==> src/rtl/wb2axi_pkg.sv <==
`default_nettype none

// shared widths, vector types and fsm encodings for the wishbone to axi4-lite bridge
package wb2axi_pkg;

   localparam int ADDR_W = 13;            // axi byte address width
   localparam int DATA_W = 32;            // single data lane with one beat per transfer
   localparam int STRB_W = DATA_W / 8;    // one strobe per byte lane
   localparam int OFS_W  = 2;             // byte offset bits below the wishbone word address

   typedef logic [ADDR_W-1:0]       addr_t;        // byte address on the axi side
   typedef logic [ADDR_W-OFS_W-1:0] word_addr_t;   // wishbone drops the byte offset
   typedef logic [DATA_W-1:0]       data_t;
   typedef logic [STRB_W-1:0]       strb_t;        // wishbone sel and axi wstrb alike

   // front end goes from idle to engine busy, then waits for the engine ack to fall
   typedef enum logic [1:0] {IDLE, BUSY, DONE} front_state_t;

   // write engine walks aw, w and b in that order
   typedef enum logic [2:0] {W_IDLE, W_ADDR, W_DATA, W_RESP, W_DONE} wr_state_t;

   // read engine walks ar then r
   typedef enum logic [1:0] {R_IDLE, R_ADDR, R_DATA, R_DONE} rd_state_t;

endpackage

`default_nettype wire

==> src/rtl/bridge_req_if.sv <==
`timescale 1ns/1ps
`default_nettype none

// four-phase request channel from the wishbone front end to one axi engine
// req rises with a stable payload, ack rises when the axi side is finished,
// req falls, then ack falls
interface bridge_req_if
   import wb2axi_pkg::*;
();

   logic  req;     // held until ack is seen
   addr_t addr;    // byte address with the offset bits already zero
   data_t wdata;   // write data that the read engine ignores
   strb_t wstrb;   // byte enables
   logic  ack;     // held until req drops
   data_t rdata;   // read data valid while ack is high

   // front end side
   modport requester (
      output req, addr, wdata, wstrb,
      input  ack, rdata
   );

   // engine side
   modport responder (
      input  req, addr, wdata, wstrb,
      output ack, rdata
   );

endinterface

`default_nettype wire

==> src/rtl/wb_front.sv <==
`timescale 1ns/1ps
`default_nettype none

// wishbone slave front end that picks the engine by we
// and turns its ack into a one-cycle wb ack
module wb_front
   import wb2axi_pkg::*;
(
   input  wire                 i_clk,
   input  wire                 i_rst,
   input  word_addr_t          i_swb_adr,
   input  data_t               i_swb_dat,
   input  strb_t               i_swb_sel,
   input  wire                 i_swb_we,
   input  wire                 i_swb_stb,
   output data_t               o_swb_rdt,
   output logic                o_swb_ack,
   bridge_req_if.requester     wr,
   bridge_req_if.requester     rd
);

   front_state_t state;
   addr_t        addr_q;    // byte address handed to both engines
   data_t        wdata_q;
   strb_t        wstrb_q;
   logic         is_wr;     // which engine owns the current cycle
   logic         wr_req;
   logic         rd_req;
   logic         eng_ack;   // ack of the engine in use

   assign eng_ack = is_wr ? wr.ack : rd.ack;

   // payload goes to both but only one req is ever raised
   assign wr.req   = wr_req;
   assign wr.addr  = addr_q;
   assign wr.wdata = wdata_q;
   assign wr.wstrb = wstrb_q;
   assign rd.req   = rd_req;
   assign rd.addr  = addr_q;
   assign rd.wdata = wdata_q;
   assign rd.wstrb = wstrb_q;

   always_ff @(posedge i_clk) begin
      if (i_rst) begin
         state     <= IDLE;
         is_wr     <= 1'b0;
         wr_req    <= 1'b0;
         rd_req    <= 1'b0;
         o_swb_ack <= 1'b0;
      end else begin
         o_swb_ack <= 1'b0;                 // pulse by default
         case (state)
            IDLE: if (i_swb_stb) begin
               is_wr  <= i_swb_we;
               wr_req <= i_swb_we;
               rd_req <= ~i_swb_we;
               state  <= BUSY;
            end
            BUSY: if (eng_ack) begin           // axi side done
               wr_req    <= 1'b0;
               rd_req    <= 1'b0;
               o_swb_ack <= 1'b1;
               state     <= DONE;
            end
            // stb drops meanwhile, so no stale cycle restarts
            DONE: if (!eng_ack) state <= IDLE;
            default: state <= IDLE;
         endcase
      end
   end

   // capture the wb request when it is accepted
   always_ff @(posedge i_clk) begin
      if (state == IDLE && i_swb_stb) begin
         addr_q  <= {i_swb_adr, {OFS_W{1'b0}}};   // word to byte address
         wdata_q <= i_swb_dat;
         wstrb_q <= i_swb_sel;
      end
      if (state == BUSY && !is_wr && rd.ack) o_swb_rdt <= rd.rdata;   // read data lands with the ack
   end

endmodule

`default_nettype wire

==> src/rtl/axi_write_master.sv <==
`timescale 1ns/1ps
`default_nettype none

// axi4-lite write engine running the address phase, then data, then response
module axi_write_master
   import wb2axi_pkg::*;
(
   input  wire               i_clk,
   input  wire               i_rst,
   bridge_req_if.responder   req,
   // write address channel
   output addr_t             o_awmaddr,
   output logic              o_awmvalid,
   input  wire               i_awmready,
   // write data channel
   output data_t             o_wmdata,
   output strb_t             o_wmstrb,
   output logic              o_wmvalid,
   input  wire               i_wmready,
   // write response channel without a response code
   input  wire               i_bmvalid,
   output logic              o_bmready
);

   wr_state_t state;
   logic      ack_q;

   assign req.ack   = ack_q;
   assign req.rdata = '0;      // writes return nothing

   always_ff @(posedge i_clk) begin
      if (i_rst) begin
         state      <= W_IDLE;
         o_awmvalid <= 1'b0;
         o_wmvalid  <= 1'b0;
         o_bmready  <= 1'b0;
         ack_q      <= 1'b0;
      end else begin
         case (state)
            W_IDLE: if (req.req) begin
               o_awmvalid <= 1'b1;             // address goes out with its valid
               state      <= W_ADDR;
            end
            W_ADDR: if (i_awmready) begin
               o_awmvalid <= 1'b0;
               o_wmvalid  <= 1'b1;             // data phase only after aw handshake
               state      <= W_DATA;
            end
            W_DATA: if (i_wmready) begin
               o_wmvalid <= 1'b0;
               o_bmready <= 1'b1;
               state     <= W_RESP;
            end
            W_RESP: if (i_bmvalid) begin
               o_bmready <= 1'b0;
               ack_q     <= 1'b1;              // tell the front end
               state     <= W_DONE;
            end
            W_DONE: if (!req.req) begin        // four-phase handshake waits for req low
               ack_q <= 1'b0;
               state <= W_IDLE;
            end
            default: state <= W_IDLE;
         endcase
      end
   end

   // payload latched at start and stable through both phases
   always_ff @(posedge i_clk) begin
      if (state == W_IDLE && req.req) begin
         o_awmaddr <= req.addr;
         o_wmdata  <= req.wdata;
         o_wmstrb  <= req.wstrb;
      end
   end

endmodule

`default_nettype wire

==> src/rtl/axi_read_master.sv <==
`timescale 1ns/1ps
`default_nettype none

// axi4-lite read engine with one address beat and one data beat
module axi_read_master
   import wb2axi_pkg::*;
(
   input  wire               i_clk,
   input  wire               i_rst,
   bridge_req_if.responder   req,
   // read address channel
   output addr_t             o_armaddr,
   output logic              o_armvalid,
   input  wire               i_armready,
   // read data channel has a single beat and no rlast
   input  data_t             i_rmdata,
   input  wire               i_rmvalid,
   output logic              o_rmready
);

   rd_state_t state;
   logic      ack_q;
   data_t     rdata_q;    // held for the front end while ack is high

   assign req.ack   = ack_q;
   assign req.rdata = rdata_q;

   always_ff @(posedge i_clk) begin
      if (i_rst) begin
         state      <= R_IDLE;
         o_armvalid <= 1'b0;
         o_rmready  <= 1'b0;
         ack_q      <= 1'b0;
      end else begin
         case (state)
            R_IDLE: if (req.req) begin
               o_armvalid <= 1'b1;
               state      <= R_ADDR;
            end
            R_ADDR: if (i_armready) begin
               o_armvalid <= 1'b0;
               o_rmready  <= 1'b1;             // ready only once the address is taken
               state      <= R_DATA;
            end
            R_DATA: if (i_rmvalid) begin
               o_rmready <= 1'b0;
               ack_q     <= 1'b1;
               state     <= R_DONE;
            end
            R_DONE: if (!req.req) begin
               ack_q <= 1'b0;
               state <= R_IDLE;
            end
            default: state <= R_IDLE;
         endcase
      end
   end

   always_ff @(posedge i_clk) begin
      if (state == R_IDLE && req.req) o_armaddr <= req.addr;
      if (state == R_DATA && i_rmvalid) rdata_q <= i_rmdata;   // r handshake
   end

endmodule

`default_nettype wire

==> src/rtl/wb2axi_bridge.sv <==
`timescale 1ns/1ps
`default_nettype none

// wishbone slave to axi4-lite master bridge with one transfer in flight at a time
module wb2axi_bridge
   import wb2axi_pkg::*;
(
   input  wire         i_clk,
   input  wire         i_rst,
   // wishbone slave port
   input  word_addr_t  i_swb_adr,
   input  data_t       i_swb_dat,
   input  strb_t       i_swb_sel,
   input  wire         i_swb_we,
   input  wire         i_swb_stb,
   output data_t       o_swb_rdt,
   output logic        o_swb_ack,
   // axi write address
   output addr_t       o_awmaddr,
   output logic        o_awmvalid,
   input  wire         i_awmready,
   // axi write data
   output data_t       o_wmdata,
   output strb_t       o_wmstrb,
   output logic        o_wmvalid,
   input  wire         i_wmready,
   // axi write response
   input  wire         i_bmvalid,
   output logic        o_bmready,
   // axi read address
   output addr_t       o_armaddr,
   output logic        o_armvalid,
   input  wire         i_armready,
   // axi read data
   input  data_t       i_rmdata,
   input  wire         i_rmvalid,
   output logic        o_rmready
);

   bridge_req_if wr_req ();   // front end to write engine
   bridge_req_if rd_req ();   // front end to read engine

   wb_front u_front (
      .i_clk      (i_clk),
      .i_rst      (i_rst),
      .i_swb_adr  (i_swb_adr),
      .i_swb_dat  (i_swb_dat),
      .i_swb_sel  (i_swb_sel),
      .i_swb_we   (i_swb_we),
      .i_swb_stb  (i_swb_stb),
      .o_swb_rdt  (o_swb_rdt),
      .o_swb_ack  (o_swb_ack),
      .wr         (wr_req),
      .rd         (rd_req)
   );

   axi_write_master u_wr (
      .i_clk      (i_clk),
      .i_rst      (i_rst),
      .req        (wr_req),
      .o_awmaddr  (o_awmaddr),
      .o_awmvalid (o_awmvalid),
      .i_awmready (i_awmready),
      .o_wmdata   (o_wmdata),
      .o_wmstrb   (o_wmstrb),
      .o_wmvalid  (o_wmvalid),
      .i_wmready  (i_wmready),
      .i_bmvalid  (i_bmvalid),
      .o_bmready  (o_bmready)
   );

   axi_read_master u_rd (
      .i_clk      (i_clk),
      .i_rst      (i_rst),
      .req        (rd_req),
      .o_armaddr  (o_armaddr),
      .o_armvalid (o_armvalid),
      .i_armready (i_armready),
      .i_rmdata   (i_rmdata),
      .i_rmvalid  (i_rmvalid),
      .o_rmready  (o_rmready)
   );

endmodule

`default_nettype wire

==> config.mk <==
export PLATFORM = sky130hd
export DESIGN_NAME = wb2axi_bridge
export DESIGN_NICKNAME = d
export VERILOG_FILES = /design/src/rtl/wb2axi_pkg.sv /design/src/rtl/bridge_req_if.sv /design/src/rtl/wb_front.sv /design/src/rtl/axi_write_master.sv /design/src/rtl/axi_read_master.sv /design/src/rtl/wb2axi_bridge.sv
export SDC_FILE = /design/constraint.sdc
export NUM_CORES = 1
export LEC_CHECK = 0
export BUFFER_PORTS_ARGS = -buffer_cell sky130_fd_sc_hd__clkbuf_2
export CAP_MARGIN = 0
export CORE_MARGIN = 2
export CORE_UTILIZATION = 40
export DETAILED_ROUTE_END_ITERATION = 16
export PLACE_DENSITY = 0.67
export SYNTH_ARGS = -nofsm -noshare
export SYNTH_HDL_FRONTEND = slang
export SYNTH_SLANG_ARGS = --single-unit
==> constraint.sdc <==
create_clock -name i_clk -period 3.1 [get_ports i_clk]
set_input_delay 0 -clock i_clk [delete_from_list [all_inputs] [get_ports i_clk]]
set_output_delay 0 -clock i_clk [all_outputs]
set_load 0.005 [all_outputs]
==> impl_metrics.env <==
export IMPL_met1_length_microns=4790
export IMPL_syn_inst=275
export IMPL_hold_path_class="in -> reg"
export IMPL_grt_pass1_wl_microns=18400
export IMPL_crit_family="buffers and inverters"
export IMPL_via_per_inst=4.51
export IMPL_drt_iter0_drc=229
export IMPL_min_period_over_period_pct=57.5
export IMPL_insertedDiodeCount=0
export IMPL_postRouteAntennaNets=0
export IMPL_wire_per_inst_microns=16.2
export IMPL_routed_top_layer="met4"
export IMPL_track_usage_pct=15.3
export IMPL_place_area_sq_um=7180
export IMPL_dp_slack_ns=1.39
export IMPL_die_area_sq_um=16100
export IMPL_hold_viol=0
export IMPL_hold_start="i_rst"
export IMPL_numCtsBuffers=17
export IMPL_gp_congestion=0.763
export IMPL_rsz0062_at_grt="false"
export IMPL_rrSetupSlack_ns=1.32
export IMPL_crit_start="u_rd.state[1]"
export IMPL_core_sq_um=14600
export IMPL_clkPwrFrac_pct=38.7
export IMPL_clockRootBuffer="clkbuf_16"
export IMPL_synth_area_top_cells="edfxtp_1, dfxtp_1, ha_1"
export IMPL_setup_tns_ns=0
export IMPL_swShare_pct=20.9
export IMPL_met2_length_microns=6600
export IMPL_clk_latency_ns=0.42
export IMPL_vias=3421
export IMPL_start_util_pct=41.2
export IMPL_clk_pin_slew_worst_paths_ns=0.06
export IMPL_stdcell_area_sq_um=8640
export IMPL_dr_pass1_iters=4
export IMPL_slew_viol_final=0
export IMPL_grt_start_max_net_pins=50
export IMPL_die_h_microns=127
export IMPL_maxCapViolCount=0
export IMPL_max_freq_mhz=561
export IMPL_synth_area_sq_um=6040
export IMPL_area_growth_pct=43.0
export IMPL_synth_top_cell_by_area="edfxtp_1"
export IMPL_synthArstFlopShare_pct=0
export IMPL_tritoncts="done"
export IMPL_netSwitchingPower_mw=1.18
export IMPL_path_buf_inv=2
export IMPL_die_w_microns=127
export IMPL_leakage_nw=3.33
export IMPL_tightest_slew_ns=0.625
export IMPL_fin_skew_ns=0.00889
export IMPL_ys_seq_area_share_pct=90.0
export IMPL_crit_path_max_fanout=4
export IMPL_setup_viol=0
export IMPL_drt_wl_total_microns=12300
export IMPL_synth_seq_cells=187
export IMPL_status="finished clean"
export IMPL_crit_path_end_kind="register"
export IMPL_clockBufferDepth=2
export IMPL_reg2reg_from="u_rd.state[1]"
export IMPL_relSlewSlack_pct=58.3
export IMPL_clkSinkCount=187
export IMPL_hpwl_microns=7760
export IMPL_syn_area_per_cell_sq_um=22.0
export IMPL_ioPinCount=188
export IMPL_synth_edf_count=169
export IMPL_instances_no_fill=758
export IMPL_synthFlopType="edfxtp_1"
export IMPL_min_period_ns=1.78
export IMPL_ir_drop_mv=0.372
export IMPL_post_cts_resized=0
export IMPL_nets=654
export IMPL_p_int_mw=4.44
export IMPL_path_cells="inv_1 -> ha_1 -> nor2b_1 -> o21ai_0 -> a21oi_1 -> dlygate4sd3_1"
export IMPL_grt_ovfl_total=0
export IMPL_grt_pass1_vias=3572
export IMPL_synth_warnings=0
export IMPL_cp_arrival_ns=2.14
export IMPL_layout_drive_gt1_share_pct=39.0
export IMPL_grt_antenna_before_repair=0
export IMPL_cp_slowest_cell="dlygate4sd3_1"
export IMPL_fin_ws_ns=1.32
export IMPL_drc_errors=0
export IMPL_cp_required_ns=3.46
export IMPL_pwr_share_seq_pct=53.2
export IMPL_cts_hold_buffers=86
export IMPL_place_inst=640
export IMPL_wl_met3_microns=602
export IMPL_worstSetupPathType="reg -> reg"
export IMPL_power_frac_comb_pct=8.1
export IMPL_port_buffers=183
export IMPL_h_tree_depth=4
export IMPL_num_rows=44
export IMPL_synth_top_area_share_pct=84.0
export IMPL_post_cts_buffers=0
export IMPL_n_fill_cell=1083
export IMPL_cp_start_kind="register"
export IMPL_cp_slowest_stage_delay_ns=0.55
export IMPL_power_density_nw_per_um2=650
export IMPL_ys_types=36
==> power by group through the flow <==
stage | clock (mW) | combinational (mW) | sequential, mW
after global placement | 0 | 0.351 | 3.03
after detailed placement | 0 | 0.365 | 3.04
after CTS | 2.22 | 0.461 | 2.99
after floorplan | 0 | 0.200 | 3.03
after global routing | 2.34 | 0.502 | 3.00
final | 2.17 | 0.456 | 2.99
==> routing by layer <==
| layer | GRT usage [%] | vias up |
|---|---|---|
| met5 | 0 | - |
| met4 | 7.43 | 0 |
| met3 | 4.09 | 21 |
| met2 | 27.1 | 109 |
| met1 | 17.3 | 1667 |
| li1 | - | 1624 |
==> cell usage in the layout (no fill, tap or decap), types with 2 or more instances in the layout <==
master,count
buf_4,3
clkbuf_16,17
dlygate4sd3_1,86
edfxtp_1,169
inv_6,2
dfxtp_1,18
inv_1,6
a21oi_2,2
inv_8,2
nor2b_1,4
clkinvlp_4,2
clkbuf_2,183
and2_1,3
o21ai_0,4
ha_1,5
nand2b_1,5
mux2i_1,4
o21bai_1,3
nor3_1,5
clkinv_1,2
clkbuf_1,2
bufinv_16,3
conb_1,4
a21oi_1,11
nor2_1,4
clkinv_4,2
o211ai_1,2
nand2_1,4
==> path summary, 6_finish.rpt <==
| path | end | cells past startpoint |
|---|---|---|
| max | u_rd.o_rmready | 6 |
| max reg2reg | u_rd.o_rmready | 6 |
| min | u_front.rd.req | 2 |
| min reg2reg | u_wr.o_wmdata[6] | 0 |
==> cell families (layout without fill, tap and decap cells) <==
group                    count (synthesis)  after routing  synth area share, %
XOR/XNOR                                 1              1                0.145
adder cells (fa/ha/maj)                  5              5                 1.04
flip-flops                             187            187                 90.0
buffers and inverters                   15            311                 1.39
other                                    1              4               0.0621
multiplexers                             4              4                0.663
AO/OA/AOI/OAI                           27             27                 2.92
AND/OR/NAND/NOR                         35             35                 3.79
==> registers in the layout (all words and copies together) (netlist names), 2 cells and up <==
register and flops:
u_front.o_swb_rdt 32, u_front.rd.addr 11, u_wr.o_wmstrb 4, u_front.rd.wdata 32, u_wr.o_wmdata 32, u_wr.o_awmaddr 11, u_rd.req.rdata 32, u_rd.state 2
u_rd.o_armaddr 11, u_wr.state 3, u_front.rd.wstrb 4, u_front.state 2
==> stage by stage <==
stage               power, mW  utilization, %  hold WS (ns)
finish                   5.61            59.0        0.0211
global route             5.84            59.0        0.0349
CTS                      5.67            59.0      0.000562
detailed placement       3.41            49.0         0.179
global placement         3.38            49.0         0.178
floorplan                3.23               -        0.0989
==> cells in the mapped netlist, drive strengths merged (2+ instances only) <==
master and n:
o211ai 2, dfxtp 18, ha 5, nand3b 2
o21ai 4, o21bai 3, nor2b 4, nand2 4
edfxtp 169, mux2i 4, nand2b 6, inv 6
buf 8, nor3 5, a21oi 13, nor2 4
and2 3
==> cell type report <==
| type | count | area, sq um | area share (%) |
|---|---|---|---|
| sequential | 187 | 5440 | 62.9 |
| timing repair buffer | 272 | 1800 | 20.8 |
| multi-input combinational | 76 | 544 | 6.30 |
| clock buffer | 19 | 433 | 5.01 |
| tap | 184 | 230 | 2.66 |
| clock inverter | 13 | 166 | 1.93 |
| inverter | 7 | 31.3 | 0.362 |
Power figures use the tool's default switching activity.
